===== src/simd_cpu_params.svh =====
`ifndef SIMD_CPU_PARAMS_SVH
`define SIMD_CPU_PARAMS_SVH

// ------------------------------
// widths
// ------------------------------
`define SIMD_DATA_W      64
`define SIMD_INSTR_W     32
`define SIMD_REG_ADDR_W  5
`define SIMD_NUM_REGS    32
`define SIMD_IADDR_W     16
`define SIMD_ADDR_W      32

// ------------------------------
// opcodes and function codes
// ------------------------------
`define SIMD_OP_RTYPE    6'b101010
`define SIMD_OP_LOAD     6'b100000
`define SIMD_OP_STORE    6'b100001
`define SIMD_OP_NOP      6'b111100

`define SIMD_FN_AND      6'd0
`define SIMD_FN_OR       6'd1
`define SIMD_FN_XOR      6'd2
`define SIMD_FN_NOT      6'd3
`define SIMD_FN_MOV      6'd4
`define SIMD_FN_ADD      6'd5
`define SIMD_FN_SUB      6'd6
`define SIMD_FN_SLLI     6'd11
`define SIMD_FN_SRLI     6'd13
`define SIMD_FN_SRAI     6'd15

// participation field
`define SIMD_PPP_ALL     3'd0
`define SIMD_PPP_UPPER   3'd1
`define SIMD_PPP_LOWER   3'd2
`define SIMD_PPP_EVEN    3'd3
`define SIMD_PPP_ODD     3'd4

// lane width field
`define SIMD_WW_B        2'd0
`define SIMD_WW_H        2'd1
`define SIMD_WW_W        2'd2
`define SIMD_WW_D        2'd3

`endif

===== src/simd_cpu_ifs.sv =====
`timescale 1ns/1ps
`include "simd_cpu_params.svh"

// decoded controls travelling down the pipe
interface pipe_ctrl_if;
	logic [5:0]                  opcode;
	logic [`SIMD_REG_ADDR_W-1:0] rd;
	logic [`SIMD_REG_ADDR_W-1:0] ra;
	logic [1:0]                  ww;
	logic [2:0]                  ppp;
	logic [5:0]                  func;
	logic [`SIMD_REG_ADDR_W-1:0] shamt;   // rb field
	logic [`SIMD_IADDR_W-1:0]    iaddr;
	logic                        reg_wr;  // r-type and load

	modport src (
		output opcode, rd, ra, ww, ppp, func, shamt, iaddr, reg_wr
	);

	modport dst (
		input opcode, rd, ra, ww, ppp, func, shamt, iaddr, reg_wr
	);
endinterface

// register file write port
interface rf_write_if;
	logic                        wr_en;
	logic [`SIMD_REG_ADDR_W-1:0] addr;
	logic [1:0]                  ww;
	logic [2:0]                  ppp;
	logic [`SIMD_DATA_W-1:0]     data;

	modport src (
		output wr_en, addr, ww, ppp, data
	);

	modport dst (
		input wr_en, addr, ww, ppp, data
	);
endinterface


===== src/writeback_stage.sv =====
`timescale 1ns/1ps
`include "simd_cpu_params.svh"

module writeback_stage (
	input  logic                    CLK,
	input  logic                    RST,
	pipe_ctrl_if.dst                i_ctrl,
	input  logic [`SIMD_DATA_W-1:0] i_alu_result,
	input  logic [`SIMD_DATA_W-1:0] i_mem_data,
	rf_write_if.src                 o_wr
);

	logic [`SIMD_DATA_W-1:0]     alu_q;
	logic [`SIMD_DATA_W-1:0]     mem_q;
	logic [5:0]                  opcode_q;
	logic [`SIMD_REG_ADDR_W-1:0] rd_q;
	logic [1:0]                  ww_q;
	logic [2:0]                  ppp_q;
	logic                        reg_wr_q;

	// ------------------------------
	// stage register
	// ------------------------------
	always_ff @(posedge CLK) begin
		if (RST) begin
			alu_q    <= '0;
			mem_q    <= '0;
			opcode_q <= '0;
			rd_q     <= '0;
			ww_q     <= '0;
			ppp_q    <= '0;
			reg_wr_q <= 1'b0;
		end else begin
			alu_q    <= i_alu_result;
			mem_q    <= i_mem_data;   // load data sampled here
			opcode_q <= i_ctrl.opcode;
			rd_q     <= i_ctrl.rd;
			ww_q     <= i_ctrl.ww;
			ppp_q    <= i_ctrl.ppp;
			reg_wr_q <= i_ctrl.reg_wr;
		end
	end

	// register file port, written on the next edge
	assign o_wr.wr_en = reg_wr_q;
	assign o_wr.addr  = rd_q;
	assign o_wr.ww    = ww_q;
	assign o_wr.ppp   = ppp_q;
	assign o_wr.data  = (opcode_q == `SIMD_OP_LOAD) ? mem_q : alu_q;

endmodule


===== src/flat_wrapper.sv =====
// flat-port wrapper written by rule: the top's interface ports become plain ports
module writeback_stage_flat 
  (CLK, RST, i_alu_result, i_mem_data, i_ctrl_opcode, i_ctrl_rd, i_ctrl_ra, i_ctrl_ww, i_ctrl_ppp, i_ctrl_func, i_ctrl_shamt, i_ctrl_iaddr, i_ctrl_reg_wr, o_wr_wr_en, o_wr_addr, o_wr_ww, o_wr_ppp, o_wr_data);
  pipe_ctrl_if i_ctrl_i ();
  rf_write_if o_wr_i ();
  input  logic CLK;
  input  logic RST;
  input  logic [`SIMD_DATA_W-1:0] i_alu_result;
  input  logic [`SIMD_DATA_W-1:0] i_mem_data;
  input wire logic [$bits(i_ctrl_i.opcode)-1:0] i_ctrl_opcode;
  input wire logic [$bits(i_ctrl_i.rd)-1:0] i_ctrl_rd;
  input wire logic [$bits(i_ctrl_i.ra)-1:0] i_ctrl_ra;
  input wire logic [$bits(i_ctrl_i.ww)-1:0] i_ctrl_ww;
  input wire logic [$bits(i_ctrl_i.ppp)-1:0] i_ctrl_ppp;
  input wire logic [$bits(i_ctrl_i.func)-1:0] i_ctrl_func;
  input wire logic [$bits(i_ctrl_i.shamt)-1:0] i_ctrl_shamt;
  input wire logic [$bits(i_ctrl_i.iaddr)-1:0] i_ctrl_iaddr;
  input wire logic [$bits(i_ctrl_i.reg_wr)-1:0] i_ctrl_reg_wr;
  output wire logic [$bits(o_wr_i.wr_en)-1:0] o_wr_wr_en;
  output wire logic [$bits(o_wr_i.addr)-1:0] o_wr_addr;
  output wire logic [$bits(o_wr_i.ww)-1:0] o_wr_ww;
  output wire logic [$bits(o_wr_i.ppp)-1:0] o_wr_ppp;
  output wire logic [$bits(o_wr_i.data)-1:0] o_wr_data;
  assign i_ctrl_i.opcode = i_ctrl_opcode;
  assign i_ctrl_i.rd = i_ctrl_rd;
  assign i_ctrl_i.ra = i_ctrl_ra;
  assign i_ctrl_i.ww = i_ctrl_ww;
  assign i_ctrl_i.ppp = i_ctrl_ppp;
  assign i_ctrl_i.func = i_ctrl_func;
  assign i_ctrl_i.shamt = i_ctrl_shamt;
  assign i_ctrl_i.iaddr = i_ctrl_iaddr;
  assign i_ctrl_i.reg_wr = i_ctrl_reg_wr;
  assign o_wr_wr_en = o_wr_i.wr_en;
  assign o_wr_addr = o_wr_i.addr;
  assign o_wr_ww = o_wr_i.ww;
  assign o_wr_ppp = o_wr_i.ppp;
  assign o_wr_data = o_wr_i.data;
  writeback_stage u_core (.CLK(CLK), .RST(RST), .i_ctrl(i_ctrl_i), .i_alu_result(i_alu_result), .i_mem_data(i_mem_data), .o_wr(o_wr_i));
endmodule

===== config.mk =====
export PLATFORM = sky130hd
export DESIGN_NAME = writeback_stage_flat
export DESIGN_NICKNAME = d
export VERILOG_FILES = /design/src/simd_cpu_ifs.sv /design/src/writeback_stage.sv /design/src/flat_wrapper.sv
export VERILOG_INCLUDE_DIRS = /design/src
export SDC_FILE = /design/constraint.sdc
export NUM_CORES = 1
export LEC_CHECK = 0
export BUFFER_PORTS_ARGS = -buffer_cell sky130_fd_sc_hd__clkbuf_2
export CAP_MARGIN = 20
export CORE_AREA = 3 3 115 117
export CTS_CLUSTER_SIZE = 16
export DETAILED_ROUTE_END_ITERATION = 12
export DIE_AREA = 0 0 118 120
export GPL_ROUTABILITY_DRIVEN = 0
export GPL_TIMING_DRIVEN = 0
export PLACE_DENSITY = 0.72
export SETUP_SLACK_MARGIN = 0.02
export SLEW_MARGIN = 5
export SYNTH_ARGS = -nofsm -noshare
export SYNTH_HDL_FRONTEND = slang
export SYNTH_SLANG_ARGS = --single-unit

===== constraint.sdc =====
create_clock -name CLK -period 2.2 [get_ports CLK]
set_input_delay 0.22 -clock CLK [delete_from_list [all_inputs] [get_ports CLK]]
set_output_delay 0.22 -clock CLK [all_outputs]
set_load 0.01 [all_outputs]

==> run summary <==
layout cells sized above 1: 49.1%
crit-path max cell delay: 300 ps
Std-Cell Rows: 41
Die Area: 14,200 sq um
number of clock sinks: 145
Worst Tran Pin Value: 628 ps
Die Ht: 120 um
width of the die: 118 um
Flop pwr share: 44.4%
Slew Viols, Final: 0
NetSw: 1.37 mW
clock power share: 46.0%
diode count: 0
initial antenna violation count: 0
Tmin final: 2120 ps
number of global-route vias before repair: 3,776
fraction of power spent switching nets: 21.7%
Post-DP HPWL: 8090 um
routed vias/inst: 4.24
setup TNS: 0 ps
DRT iter0 DRCs: 151
via count: 3,521
yosys warns: 0
kind of critical path: flop to output pin
fin crit share: 96.4%
Synth Instances: 379
core area: 12,500 sq um
post-detailed-route wirelength per cell: 13.4 um
Leakage: 3.52 nW
Avg Inst Size Synth: 13.1 sq um
critical path required time: 1980 ps
highest-delay cell along the critical path: dfxtp_1
Highest Clock Rate: 0.471 GHz
cell area after layout: 7160 sq um
synth-to-layout area growth: 44.3%
Total GRT Usage: 16.2%
Hold WC Path Type: input port to flop
worst vdd ir: 0.000506 V
mapped cell area: 4960 sq um
Seq/Total Area, Yosys: 58.5%
Maximum Capacitance Violations: 0
htree depth: 4
Distinct cells, synth: 11
Internal Power: 4.95 mW
Max transition margin: 58.1%
Placed Area: 6280 sq um
GRT overflow: 0
Worst Hold Path Cells: 2
Comb power frac: 9.6%
setup ws final: 78.4 ps
post-layout util: 57.4%
net count after synthesis: 558
RSZ-0062 raised after global routing: yes
# IOs: 254
CP max FO: 10
root buffer cell: clkbuf_16
PwrDens: 883 nW/um^2
crit start category: flop
Setup crit end kind: output pin
flops & latches, synth: 145
I/O Buffers: 220
Post-Route WL: 11,100 um
largest net degree at the start of global routing: 17
Initial Util: 39.8%
Worst-path clk slew: 60 ps
CTS tree: built
status: completed
number of buffers created by CTS: 17
worst path arrival time: 1900 ps
fin nets: 824
Detail Route Antenna Nets: 0
first-pass GRT wire length: 17,900 um
pre-CTS setup slack: 413 ps
final hold violations: 0
Post-route DRC: 0
final setup vio count: 0
1st-pass router iterations: 4
clk buf depth: 2
crit-path cells: nor4_2 > nand3b_1 > buf_6 > buf_12 > mux2_4 > clkbuf_2
registers in the layout (all words and copies together), names as in the netlist:
register,count
u_core.alu_q,64
u_core.mem_q,64
u_core.o_wr.addr,5
u_core.o_wr.ppp,3
u_core.o_wr.wr_en,1
u_core.o_wr.ww,2
u_core.opcode_q,6
cells by family (layout without fill, tap and decap cells):
group	Yosys count	count (layout)	synth area share [%]
buffers and inverters	23	302	3.88
multiplexers	64	64	19.1
flip-flops	145	145	58.5
AND/OR/NAND/NOR	147	147	18.6
cell usage in the layout (no fill, tap or decap):
master,n
bufinv_16,3
clkbuf_16,17
clkbuf_2,220
mux2_2,4
nand3b_1,1
buf_1,1
clkbuf_8,1
inv_6,1
buf_12,6
mux2_4,60
clkbuf_1,16
clkinvlp_4,8
dlygate4sd3_1,27
buf_6,1
nor2b_1,145
nor4_2,1
buf_2,1
dfxtp_1,145
final timing paths:
kind / start / to
max: u_core.opcode_q[3] / o_wr_data[34]
min: i_alu_result[47] / u_core.alu_q[47]
cells in the mapped netlist (all sizes together):
master	count	area share, %
buf	9	2.8
nand3b	1	0.15
dfxtp	145	58
clkbuf	14	1.1
nor2b	145	18
mux2	64	19
nor4	1	0.13
layout make-up:
| type | instances | area (sq um) |
|---|---|---|
| fill | 1044 | 5310 |
| sequential | 145 | 2900 |
| multi-input combinational | 211 | 1870 |
| timing repair buffer | 247 | 1370 |
| clock buffer | 20 | 447 |
| tap | 172 | 215 |
| buffer | 23 | 193 |
| clock inverter | 12 | 159 |
layer usage:
layer  global-route usage [%]  part of all wire, %
met1                     17.3                   40
met2                     28.2                   51
met3                     6.27                  7.2
met4                     7.99                  2.2
met5                        0                    0
power by group through the flow:
| stage | combinational [mW] | clock, mW | sequential [mW] |
|---|---|---|---|
| finish | 0.609 | 2.91 | 2.81 |
| global route | 0.664 | 3.10 | 2.82 |
| global placement | 0.567 | 0 | 2.86 |
| detailed placement | 0.575 | 0 | 2.86 |
| floorplan | 0.321 | 0 | 2.86 |
| CTS | 0.616 | 2.96 | 2.81 |
through the flow:
step / hold WS [ps] / total power [mW] / std cells
final: 14.4 / 6.32 / 830
after floorplan: 348 / 3.18 / 379
after global routing: 1.56 / 6.59 / 830
after global placement: 430 / 3.42 / 771
after detailed placement: 433 / 3.44 / 771
after CTS: 0.0192 / 6.38 / 829
timing repair:
| item | 4_1_cts | 5_1_grt |
|---|---|---|
| endpoints found under the hold margin | 26 | 1 |
| setup endpoints to repair | 0 | 60 |
| resized for setup | 0 | 1 |
| hold buffers | 26 | 1 |
| buffers inserted | 0 | 0 |
critical path, delay by kind of cell, from the launching register on:
family	cells	cell delay [ps]
DFF	1	300
buffers and inverters	3	490
muxes	1	300
and+or+nand+nor	2	390
No activity file was read; power rests on OpenSTA's default activity.
