**src/simd_cpu_params.svh**
```systemverilog
`ifndef SIMD_CPU_PARAMS_SVH
`define SIMD_CPU_PARAMS_SVH

// ------------------------------
// widths
// ------------------------------
`define SIMD_DATA_W      64
`define SIMD_INSTR_W     32
`define SIMD_REG_ADDR_W  5
`define SIMD_NUM_REGS    32
`define SIMD_IADDR_W     16
`define SIMD_ADDR_W      32

// ------------------------------
// opcodes and function codes
// ------------------------------
`define SIMD_OP_RTYPE    6'b101010
`define SIMD_OP_LOAD     6'b100000
`define SIMD_OP_STORE    6'b100001
`define SIMD_OP_NOP      6'b111100

`define SIMD_FN_AND      6'd0
`define SIMD_FN_OR       6'd1
`define SIMD_FN_XOR      6'd2
`define SIMD_FN_NOT      6'd3
`define SIMD_FN_MOV      6'd4
`define SIMD_FN_ADD      6'd5
`define SIMD_FN_SUB      6'd6
`define SIMD_FN_SLLI     6'd11
`define SIMD_FN_SRLI     6'd13
`define SIMD_FN_SRAI     6'd15

// participation field
`define SIMD_PPP_ALL     3'd0
`define SIMD_PPP_UPPER   3'd1
`define SIMD_PPP_LOWER   3'd2
`define SIMD_PPP_EVEN    3'd3
`define SIMD_PPP_ODD     3'd4

// lane width field
`define SIMD_WW_B        2'd0
`define SIMD_WW_H        2'd1
`define SIMD_WW_W        2'd2
`define SIMD_WW_D        2'd3

`endif
```
**src/simd_cpu_pkg.sv**
```systemverilog
`include "simd_cpu_params.svh"

package simd_cpu_pkg;

	// ------------------------------
	// instruction formats
	// ------------------------------

	// alu ops, rb also carries the shift immediate
	typedef struct packed {
		logic [5:0]                  opcode;
		logic [`SIMD_REG_ADDR_W-1:0] rd;
		logic [`SIMD_REG_ADDR_W-1:0] ra;
		logic [`SIMD_REG_ADDR_W-1:0] rb;
		logic [2:0]                  ppp;
		logic [1:0]                  ww;
		logic [5:0]                  func;
	} r_fmt_t;

	// load / store
	typedef struct packed {
		logic [5:0]                  opcode;
		logic [`SIMD_REG_ADDR_W-1:0] reg_addr; // dest on load, source on store
		logic [`SIMD_REG_ADDR_W-1:0] unused;
		logic [`SIMD_IADDR_W-1:0]    iaddr;
	} m_fmt_t;

	// same word, two views
	typedef union packed {
		r_fmt_t r;
		m_fmt_t m;
	} instr_word_t;

endpackage

```
**src/simd_cpu_ifs.sv**
```systemverilog
`timescale 1ns/1ps
`include "simd_cpu_params.svh"

// decoded controls travelling down the pipe
interface pipe_ctrl_if;
	logic [5:0]                  opcode;
	logic [`SIMD_REG_ADDR_W-1:0] rd;
	logic [`SIMD_REG_ADDR_W-1:0] ra;
	logic [1:0]                  ww;
	logic [2:0]                  ppp;
	logic [5:0]                  func;
	logic [`SIMD_REG_ADDR_W-1:0] shamt;   // rb field
	logic [`SIMD_IADDR_W-1:0]    iaddr;
	logic                        reg_wr;  // r-type and load

	modport src (
		output opcode, rd, ra, ww, ppp, func, shamt, iaddr, reg_wr
	);

	modport dst (
		input opcode, rd, ra, ww, ppp, func, shamt, iaddr, reg_wr
	);
endinterface


```
**src/fetch_decode.sv**
```systemverilog
`timescale 1ns/1ps
`include "simd_cpu_params.svh"

module fetch_decode (
	input  logic                     CLK,
	input  logic                     RST,
	input  logic [`SIMD_INSTR_W-1:0] i_instruction,
	output logic [`SIMD_ADDR_W-1:0]  o_pc,
	pipe_ctrl_if.src                 o_ctrl
);
	import simd_cpu_pkg::*;

	instr_word_t ir;

	// ------------------------------
	// pc and instruction register
	// ------------------------------
	always_ff @(posedge CLK) begin
		if (RST) begin
			o_pc <= '0;
			ir   <= '0; // opcode 0 decodes as nop
		end else begin
			o_pc <= o_pc + `SIMD_ADDR_W'(4);
			ir   <= i_instruction;
		end
	end

	// ------------------------------
	// decode
	// ------------------------------
	always_comb begin
		o_ctrl.opcode = `SIMD_OP_NOP;
		o_ctrl.rd     = '0;
		o_ctrl.ra     = '0;
		o_ctrl.ww     = '0;
		o_ctrl.ppp    = '0;
		o_ctrl.func   = '0;
		o_ctrl.shamt  = '0;
		o_ctrl.iaddr  = '0;
		o_ctrl.reg_wr = 1'b0;

		case (ir.r.opcode)
			`SIMD_OP_RTYPE: begin
				o_ctrl.opcode = ir.r.opcode;
				o_ctrl.rd     = ir.r.rd;
				o_ctrl.ra     = ir.r.ra;
				o_ctrl.shamt  = ir.r.rb;
				o_ctrl.ppp    = ir.r.ppp;
				o_ctrl.ww     = ir.r.ww;
				o_ctrl.func   = ir.r.func;
				o_ctrl.reg_wr = 1'b1;
			end
			`SIMD_OP_LOAD: begin
				o_ctrl.opcode = ir.m.opcode;
				o_ctrl.rd     = ir.m.reg_addr;
				o_ctrl.iaddr  = ir.m.iaddr;
				o_ctrl.reg_wr = 1'b1;
			end
			`SIMD_OP_STORE: begin
				o_ctrl.opcode = ir.m.opcode;
				o_ctrl.ra     = ir.m.reg_addr; // store data read through port a
				o_ctrl.iaddr  = ir.m.iaddr;
			end
			default: begin
				// nop and unknown opcodes keep the defaults
			end
		endcase
	end

endmodule

```
**src/flat_wrapper.sv**
```systemverilog
// flat-port wrapper written by rule: the top's interface ports become plain ports
module fetch_decode_flat import simd_cpu_pkg::*;
  (CLK, RST, i_instruction, o_pc, o_ctrl_opcode, o_ctrl_rd, o_ctrl_ra, o_ctrl_ww, o_ctrl_ppp, o_ctrl_func, o_ctrl_shamt, o_ctrl_iaddr, o_ctrl_reg_wr);
  pipe_ctrl_if o_ctrl_i ();
  input  logic CLK;
  input  logic RST;
  input  logic [`SIMD_INSTR_W-1:0] i_instruction;
  output logic [`SIMD_ADDR_W-1:0] o_pc;
  output wire logic [$bits(o_ctrl_i.opcode)-1:0] o_ctrl_opcode;
  output wire logic [$bits(o_ctrl_i.rd)-1:0] o_ctrl_rd;
  output wire logic [$bits(o_ctrl_i.ra)-1:0] o_ctrl_ra;
  output wire logic [$bits(o_ctrl_i.ww)-1:0] o_ctrl_ww;
  output wire logic [$bits(o_ctrl_i.ppp)-1:0] o_ctrl_ppp;
  output wire logic [$bits(o_ctrl_i.func)-1:0] o_ctrl_func;
  output wire logic [$bits(o_ctrl_i.shamt)-1:0] o_ctrl_shamt;
  output wire logic [$bits(o_ctrl_i.iaddr)-1:0] o_ctrl_iaddr;
  output wire logic [$bits(o_ctrl_i.reg_wr)-1:0] o_ctrl_reg_wr;
  assign o_ctrl_opcode = o_ctrl_i.opcode;
  assign o_ctrl_rd = o_ctrl_i.rd;
  assign o_ctrl_ra = o_ctrl_i.ra;
  assign o_ctrl_ww = o_ctrl_i.ww;
  assign o_ctrl_ppp = o_ctrl_i.ppp;
  assign o_ctrl_func = o_ctrl_i.func;
  assign o_ctrl_shamt = o_ctrl_i.shamt;
  assign o_ctrl_iaddr = o_ctrl_i.iaddr;
  assign o_ctrl_reg_wr = o_ctrl_i.reg_wr;
  fetch_decode u_core (.CLK(CLK), .RST(RST), .i_instruction(i_instruction), .o_pc(o_pc), .o_ctrl(o_ctrl_i));
endmodule
```
**config.mk**
```make
export PLATFORM = sky130hd
export DESIGN_NAME = fetch_decode_flat
export DESIGN_NICKNAME = d
export VERILOG_FILES = /design/src/simd_cpu_pkg.sv /design/src/simd_cpu_ifs.sv /design/src/fetch_decode.sv /design/src/flat_wrapper.sv
export VERILOG_INCLUDE_DIRS = /design/src
export SDC_FILE = /design/constraint.sdc
export NUM_CORES = 1
export LEC_CHECK = 0
export ABC_AREA = 1
export BUFFER_PORTS_ARGS = -buffer_cell sky130_fd_sc_hd__buf_4
export CAP_MARGIN = 20
export CORE_AREA = 2 2 120 87
export CTS_BUF_LIST = sky130_fd_sc_hd__clkbuf_4 sky130_fd_sc_hd__clkbuf_8
export CTS_CLUSTER_DIAMETER = 40
export DETAILED_ROUTE_END_ITERATION = 12
export DIE_AREA = 0 0 122 89
export SLEW_MARGIN = 40
export SYNTH_ARGS = -nofsm -noshare
export SYNTH_HDL_FRONTEND = slang
export SYNTH_SLANG_ARGS = --single-unit
```
**constraint.sdc**
```tcl
create_clock -name CLK -period 1.3 [get_ports CLK]
set_clock_uncertainty 0.05 [all_clocks]
set_input_delay 0 -clock CLK [delete_from_list [all_inputs] [get_ports CLK]]
set_output_delay 0 -clock CLK [all_outputs]
set_load 0.01 [all_outputs]
```
==> metrics.txt, run 1 <==
ANT nets after route=0; Post-Route WL=around 9.5 mm; grt ovf=0; RSZ-0062 raised after global routing=true; final hold viol count=0; maximum clock path buffer count=2; Post-Syn Instances=between 400 and 500; worst hold endpoint=u_core.ir[18]$_SDFF_PP0_; Pint=roughly 3.1 mW; drt via density=4.26; WP data required=about 1300 ps; P&R area growth vs syn=84.0%; Die Height=~90 µm; antenna violations before repair=0; Final min period=approximately 1600 ps; via count=roughly 3200; Net Sw Frac=0.255; max_cap viols=0; flops & latches, synth=62; first-pass GRT wire length=about 14 mm; leak pwr=approximately 2.4 nW; dpl hpwl=around 6.0 mm; setup slack at placement=-40.8 ps; hold depth=4; Die Footprint=10900 µm²; First-pass DRT Iterations=4; Seq/Total Area, Yosys=0.434; worst vdd ir=roughly 0.00044 V; total core area=9570 µm²; clock power share=0.413; drc violations=0; placed insts=691; Yosys warnings=0; failing checks=setup timing; Final Non-Filler Cells=about 750; H-Tree Level Count=3; P_sw=approximately 1.1 mW; Logic pwr share=0.115; CTS sink count=between 60 and 70; die extent in x=around 120 µm; Nets=650; Slew Viols, Final=0; Final Setup Violations=~50; Critical Path Start=u_core.ir[30]$_SDFF_PP0_; crit path kind=register to output pin; Final GP Congestion=a little under 0.8; commonest non-fill, non-tap cell in the layout=buf_4; Tcrit/Tclk final=1.20; Root Buffer=clkbuf_8; most frequent cells in the layout=buf_4 (125), nor2_1 (84), inv_1 (72); Flop pwr share=0.472; f_max=643 MHz; largest net degree at the start of global routing=32; Reg2Reg Capture Point=u_core.o_pc[22]$_SDFF_PP0_; Initial Util=0.299; reg-to-reg setup timing slack=-40 ps; HP Class=input port to register; Critical Path AT=1500 ps; Synth cell types=27; outcome=complete, but fails checks; PortBufs=111; Mapped Area=2860 µm²; vias in the first global route=3015; number of diodes=0; Hold Crit Start=i_instruction[18]; I/O pin count=~120; Reg-to-Reg Start=u_core.o_pc[3]$_SDFF_PP0_; worst skew pair latency=between 300 and 400 ps; CTS clk-pin slew, worst paths=70 ps; PD cells=800 nW/µm²; Max Fanout on Critical Path=5; Tot Pwr=about 4.2 mW; WL per Instance=roughly 13 µm; DRT iter0 DRCs=around 120; CTS tree=done; FP Rows=30; TritonCTS Buffers=9; share of post-route cells with drive strength above 1=0.471; Worst Setup Start Kind=register; Reg2Reg Depth=8; synthesized area per cell=around 6.7 µm²; Fin Hold WS=between 300 and 400 ps; worst setup margin=-254 ps; Crit. End Element=output pin; GRT Util Overall=0.163
## flip-flops by register name (all words and copies together) (netlist names)
| signal | flops |
|---|---|
| u_core.ir | 32 |
| u_core.o_pc | 30 |
## synth_stat cells
cell / instances / share of area
xnor2_1: 1 / 0.0031
nand2_2: 3 / 0.0066
inv_1: 78 / 0.10
clkbuf_1: 6 / 0.0079
dfxtp_1: 62 / 0.43
xor2_1: 2 / 0.0061
nor2_1: 130 / 0.17
ha_1: 1 / 0.0044
nor2_8: 3 / 0.021
nor2_2: 5 / 0.011
nor3_2: 1 / 0.0035
and2_1: 1 / 0.0022
conb_1: 2 / 0.0026
buf_2: 2 / 0.0035
a21oi_1: 17 / 0.030
nand4_2: 1 / 0.0044
buf_4: 3 / 0.0079
nand2_1: 69 / 0.090
nor2_4: 5 / 0.020
a21o_2: 1 / 0.0031
buf_1: 1 / 0.0013
o21a_1: 2 / 0.0052
nand2_4: 3 / 0.012
inv_2: 1 / 0.0013
o21ai_0: 8 / 0.014
nand3_1: 16 / 0.028
nor3_1: 3 / 0.0052
## how the worst max path moves through the flow
| stage | slack [ps] | to | cells after the start |
|---|---|---|---|
| 2_1_floorplan | 10 | u_core.o_pc[22]$_SDFF_PP0_ | 8 |
| 3_3_place_gp | -10 | u_core.o_pc[26]$_SDFF_PP0_ | 8 |
| 3_5_place_dp | -40 | u_core.o_pc[30]$_SDFF_PP0_ | 8 |
| 4_1_cts | -260 | o_ctrl_func[2] | 7 |
| 5_1_grt | -350 | o_ctrl_ra[1] | 8 |
| 6_report | -250 | o_ctrl_rd[0] | 8 |
## cell type report
| type | instances | area (µm²) |
|---|---|---|
| Clock inverter | 6 | 61.3 |
| Tap cell | 128 | 160 |
| Multi-Input combinational cell | 275 | 1690 |
| Clock buffer | 10 | 138 |
| Fill cell | 859 | 4300 |
| Timing Repair Buffer | 188 | 1630 |
| Sequential cell | 62 | 1270 |
| Inverter | 79 | 315 |
## logic make-up after synthesis
family | count (synthesis) | share of synthesized area
AOI/OAI and AO/OA | 28 | 0.0520
xor gates and xnor gates | 3 | 0.00918
buffers and inverters | 91 | 0.124
DFF | 62 | 0.434
adders and majority gates | 1 | 0.00437
other | 2 | 0.00262
and+or+nand+nor | 240 | 0.374
## worst max-delay path: stages, from the launching register on
cell and delay [ps]:
dfxtp_2 320, inv_2 60, nand2_4 60, inv_2 60
nand4_4 200, nand2_2 160, inv_2 70, nor2_1 100
buf_4 130
## per-layer routing
layer | GRT usage | up-vias | share of wire
met2 | 0.273 | 105 | 0.48
met4 | 0.0502 | 0 | 0.0091
met5 | 0 | - | 0
met1 | 0.201 | 1451 | 0.44
li1 | - | 1624 | -
met3 | 0.0529 | 9 | 0.070
## repair_timing
action                                  4_1_cts  5_1_grt
resized for setup                            79       97
endpoints found under the setup margin       60       70
pin swaps                                    12       13
hold buffers                                 34        0
gates cloned                                  1        0
buffers inserted                              5        1
hold endpoints to repair                     42        0
## power groups by stage
stage,sequential (mW),combinational [mW],clock [mW]
2_1_floorplan,2.03,0.157,0
3_3_place_gp,2.03,0.312,0
3_5_place_dp,2.03,0.316,0
4_1_cts,1.99,0.436,1.80
5_1_grt,2.00,0.530,1.88
6_report,1.99,0.486,1.74
## through the flow
step / setup TNS (ps) / cell area [µm²] / utilization
2_1_floorplan: 0 / 2890 / -
3_3_place_gp: -13.7 / 4090 / 0.427
3_5_place_dp: -143 / 4090 / 0.427
4_1_cts: -9420 / 4930 / 0.515
5_1_grt: -15060 / 5270 / 0.550
6_report: -9960 / 5270 / 0.550
Note: power is estimated with default switching activity, not from simulation.
==> run 2: changes to the inputs <==
Settings changed: CORE_AREA 2 2 120 87 to 2 2 142 75, DIE_AREA 0 0 122 89 to 0 0 144 77.
==> metrics.txt, run 2 (same netlist as run 1, synthesis figures left out) <==
Reg2Reg Capture Point=u_core.o_pc[22]$_SDFF_PP0_; Fin Hold WS=27.1 ps (-315 ps); RSZ-0062 raised after global routing=true; drt via density=4.22 (-0.98%); first-pass GRT wire length=14.8 mm (+7.6%); Critical Path AT=1490 ps (about the same); placed insts=702 (+1.6%); DRT iter0 DRCs=108 (-9.2%); fillcell total=949 (+10%); HP Class=input port to register; worst skew pair latency=350 ps (about the same); Tcrit/Tclk final=1.19 (-0.0102); grt ovf=0 (unchanged); dpl hpwl=6.73 mm (+11%); worst setup margin=-241 ps (+13.2 ps); Reg2Reg Depth=8 (unchanged); TritonCTS Buffers=9 (unchanged); most frequent cells in the layout=buf_4 (138), nor2_1 (76), inv_1 (73); Final Non-Filler Cells=763 (+2.0%); GRT Util Overall=0.174 (+0.0110); worst vdd ir=0.000426 V (-3.7%); First-pass DRT Iterations=4 (unchanged); I/O pin count=115 (unchanged); P&R area growth vs syn=86.2%; f_max=649 MHz (+0.86%); Crit. End Element=output pin; Nets=653 (+0.46%); Post-Route WL=10.0 mm (+5.9%); Critical Path Start=u_core.ir[28]$_SDFF_PP0_; die extent in x=144 µm (+18%); WP data required=1250 ps (about the same); PortBufs=111 (unchanged); via count=3221 (+1.0%); outcome=complete, but fails checks; Largest Register=u_core.ir; commonest non-fill, non-tap cell in the layout=buf_4; CTS sink count=62 (unchanged); Initial Util=0.290 (-0.00866); CTS clk-pin slew, worst paths=70 ps (about the same); Max Fanout on Critical Path=5 (unchanged); maximum clock path buffer count=2 (unchanged); Die Height=77 µm (-13%); final hold viol count=0 (unchanged); post-layout util=0.541 (-0.00971); Die Footprint=11100 µm² (+2.1%); FP Rows=26 (-13%); CTS tree=done; Reg-to-Reg Start=u_core.o_pc[3]$_SDFF_PP0_; Largest regs=u_core.ir (32), u_core.o_pc (30); Hold Crit Start=RST; reg-to-reg setup timing slack=-110 ps (-70 ps); drc violations=0 (unchanged); leak pwr=2.47 nW (+2.0%); vias in the first global route=3039 (+0.80%); Worst Setup Start Kind=register; ANT nets after route=0 (unchanged); crit path kind=register to output pin; failing checks=setup timing; max_cap viols=0 (unchanged); largest net degree at the start of global routing=24 (-25%); WL per Instance=13.1 µm (+3.8%); end of the critical path=o_ctrl_rd[0]; Root Buffer=clkbuf_8; H-Tree Level Count=3 (unchanged); Final min period=1540 ps (-13.2 ps); total core area=9860 µm² (+3.0%); PD cells=835 nW/µm² (+4.3%); antenna violations before repair=0 (unchanged); Final Setup Violations=58 (+14%); Final GP Congestion=0.890 (+12%); Slew Viols, Final=0 (unchanged); number of diodes=0 (unchanged); share of post-route cells with drive strength above 1=0.514 (+0.0427); number of flip-flops in the largest register=32 (unchanged)
==> run 2: changes by cell type in the layout (fill, tap and decap cells not counted), moves of 5 or more <==
cell	change
nor2_4	-8
o21ai_1	-5
nor2_1	-8
dfxtp_4	+7
nor2_2	+16
o21ai_2	+5
buf_6	-9
buf_4	+13
dfxtp_1	-9
==> run 2: through the flow <==
stage | TNS, ps | instance area (µm²) | worst slack (ps) | total power [mW]
detailed placement | -572 | 4100 | -87.6 | 2.34
finish | -9860 | 5330 | -241 | 4.45
floorplan | 0 | 2890 | 10.2 | 2.18
CTS | -9350 | 4790 | -228 | 4.45
global placement | -264 | 4100 | -56.5 | 2.33
global route | -14840 | 5330 | -344 | 4.63
==> run 2: layout make-up <==
class | instances | area [µm²] | area share
Inverter | 79 | 314 | 0.0589
Clock buffer | 13 | 166 | 0.0312
Clock inverter | 3 | 67.6 | 0.0127
Timing Repair inverter | 1 | 11.3 | 0.00211
Tap cell | 140 | 175 | 0.0329
Sequential cell | 62 | 1300 | 0.244
Multi-Input combinational cell | 275 | 1680 | 0.315
Timing Repair Buffer | 190 | 1610 | 0.303
==> run 2: report_power, final <==
part | total (mW) | internal (mW) | switching [mW]
logic | 0.467 | 0.242 | 0.225
registers | 1.98 | 1.95 | 0.0331
clock network | 2.00 | 1.23 | 0.771
==> run 2: timing repair <==
action / in CTS / in global routing
buffers inserted: 5 / 6
hold buffers: 32 / 0
gates resized for setup: 41 / 150
endpoints found under the hold margin: 32 / 0
cloned: 1 / 1
pin swaps: 10 / 31
setup endpoints to repair: 65 / 68
==> run 2: worst min-delay path by stage <==
stage,to,depth (start not counted)
3_3_place_gp,u_core.ir[7]$_SDFF_PP0_,3
5_1_grt,u_core.o_pc[2]$_SDFF_PP0_,3
4_1_cts,u_core.o_pc[2]$_SDFF_PP0_,3
2_1_floorplan,u_core.ir[0]$_SDFF_PP0_,2
3_5_place_dp,u_core.ir[7]$_SDFF_PP0_,3
6_report,u_core.o_pc[2]$_SDFF_PP0_,3
==> run 2: worst max-delay path, cell delays in order, from the launching register on <==
cell	delay, ps
dfxtp_2	340
nor2_1	90
nand2_1	100
nor2_4	170
nand2_1	90
nand2_2	90
inv_4	70
nor2_2	80
buf_4	120
==> run 2: layer usage <==
layer / part of all wire / track usage / up-vias
li1: - / - / 1642
met1: 0.48 / 0.242 / 1493
met2: 0.45 / 0.262 / 77
met3: 0.055 / 0.0506 / 9
met4: 0.0093 / 0.0461 / 0
met5: 0 / 0 / -
==> run 3: changes to the inputs <==
Clock period 1.3 ns to 2 ns, I/O delays scaled along.
==> metrics.txt, run 3 (same netlist as run 1, synthesis figures left out) <==
ANT nets after route=0 (unchanged); Initial Util=0.290 (unchanged); DRT iter0 DRCs=155 (+44%); placed insts=668 (-4.8%); I/O pin count=115 (unchanged); Reg2Reg Depth=8 (unchanged); FP Rows=26 (unchanged); Hold Crit Start=RST; Tcrit/Tclk final=0.834; met3 Use GR=0.0550 (+0.00437); CP peak stage delay=310 ps (-30 ps); final hold viol count=0 (unchanged); PortBufs=111 (unchanged); worst setup margin=332 ps (+573 ps); f_max=around 600 MHz; post-CTS sizing=0 (-100%); share of post-route cells with drive strength above 1=0.260 (-0.254); Final GP Congestion=0.941 (+5.7%); normalized max-slew margin=0.592; commonest non-fill, non-tap cell in the layout=nor2_1; critical-path cell list=inv_1 > nand2_1 > inv_1 > nand4_2 > buf_4 > nand2_1 > inv_1 > nor2_1 > buf_4; worst vdd ir=0.000237 V (-44%); die extent in x=144 µm (unchanged); Max Fanout on Critical Path=18 (+13); Root Buffer=clkbuf_8; via count=2941 (-8.7%); number of diodes=0 (unchanged); vias in the first global route=2817 (-7.3%); Die Footprint=11100 µm² (unchanged); post-layout util=0.438 (-0.102); CTS tree=done; Least-Margin Pin Slew=around 610 ps; setup bufs post-CTS=0 (-5); Largest regs=u_core.ir (32), u_core.o_pc (30); Crit. End Element=output pin; Post-Route WL=8.29 mm (-17%); Die Height=77 µm (unchanged); drc violations=0 (unchanged); antenna violations before repair=0 (unchanged); P&R area growth vs syn=51.0%; most frequent cells in the layout=nor2_1 (130), buf_4 (112), inv_1 (78); HP Class=input port to register; H-Tree Level Count=3 (unchanged); gr busiest metal=met2; TritonCTS Buffers=9 (unchanged); hold depth=2 (-1); WP data required=1950 ps (+700 ps); grt ovf=0 (unchanged); crit path kind=register to output pin; Nets=606 (-7.2%); CTS sink count=62 (unchanged); first-pass GRT wire length=13.6 mm (-7.9%); number of flip-flops in the largest register=32 (unchanged); First-pass DRT Iterations=4 (unchanged); RSZ-0062 raised after global routing=false; max_cap viols=0 (unchanged); grt met2 use=0.229 (-0.0333); post-route cell area=4320 µm² (-19%); WL per Instance=11.6 µm (-12%); setup slack at placement=477 ps (+565 ps); slowest CP cell=dfxtp_1; DP Area=3820 µm² (-6.7%); fillcell total=989 (+4.2%); Critical Path Most Common Cell=inv_1; GRT Util Overall=0.158 (-0.0161); Final Setup Violations=0 (-100%); total core area=9860 µm² (unchanged); Reg2Reg Capture Point=u_core.o_pc[22]$_SDFF_PP0_; leak pwr=2.12 nW (-14%); PD cells=587 nW/µm² (-30%); Final min period=roughly 1700 ps; setup TNS=0 ps (+9860 ps); GR Util met1=0.222 (-0.0195); outcome=complete, no violations; Critical Path AT=1620 ps (+130 ps); Tot Pwr=2.54 mW (-43%); worst hold endpoint=u_core.o_pc[2]$_SDFF_PP0_; reg-to-reg setup timing slack=470 ps (+580 ps); maximum clock path buffer count=2 (unchanged); Worst Setup Start Kind=register; Slew Viols, Final=0 (unchanged); largest net degree at the start of global routing=44 (+83%); Final Non-Filler Cells=714 (-6.4%); dpl hpwl=6.26 mm (-7.1%); CTS clk-pin slew, worst paths=70 ps (about the same); drt via density=4.12 (-2.4%); Largest Register=u_core.ir; Reg-to-Reg Start=u_core.o_pc[2]$_SDFF_PP0_; Fin Hold WS=45.0 ps (+17.9 ps); worst skew pair latency=330 ps (-20 ps)
==> run 3: worst max path at each step <==
stage,from,end,slack (ps)
6_report,u_core.ir[30]$_SDFF_PP0_,o_ctrl_rd[1],330
5_1_grt,u_core.ir[30]$_SDFF_PP0_,o_ctrl_rd[2],90
4_1_cts,u_core.ir[30]$_SDFF_PP0_,o_ctrl_rd[1],290
3_5_place_dp,u_core.o_pc[2]$_SDFF_PP0_,u_core.o_pc[26]$_SDFF_PP0_,480
3_3_place_gp,u_core.o_pc[14]$_SDFF_PP0_,u_core.o_pc[31]$_SDFF_PP0_,530
2_1_floorplan,u_core.o_pc[2]$_SDFF_PP0_,u_core.o_pc[24]$_SDFF_PP0_,600
==> run 3: area by class of cell <==
cell class	count	area (µm²)	area share
clock buffer	13	173	0.0400
clock inverter	1	5.00	0.00116
inverter	79	297	0.0686
multi-input combinational	275	1270	0.294
sequential	62	1240	0.287
tap	140	175	0.0405
timing repair buffer	144	1160	0.269
==> run 3: worst max-delay path: cells and delay by family (launching register included) <==
| family | cells | cell delay, ps |
|---|---|---|
| flops | 1 | 310 |
| simple gates | 4 | 340 |
| buf+inv | 5 | 640 |
==> run 3: power breakdown <==
part	internal [mW]	switching, mW
registers	1.27	0.0152
clock network	0.550	0.458
logic	0.129	0.109
==> run 3: layer usage <==
metal / up-vias / share of wire
li1: 1546 / -
met1: 1290 / 0.50
met2: 103 / 0.41
met3: 2 / 0.089
met4: 0 / 0.0041
met5: - / 0
==> run 3: repair_timing <==
action,in CTS,in global routing
hold buffers,32,0
hold endpoints to repair,32,0
endpoints found under the setup margin,0,0
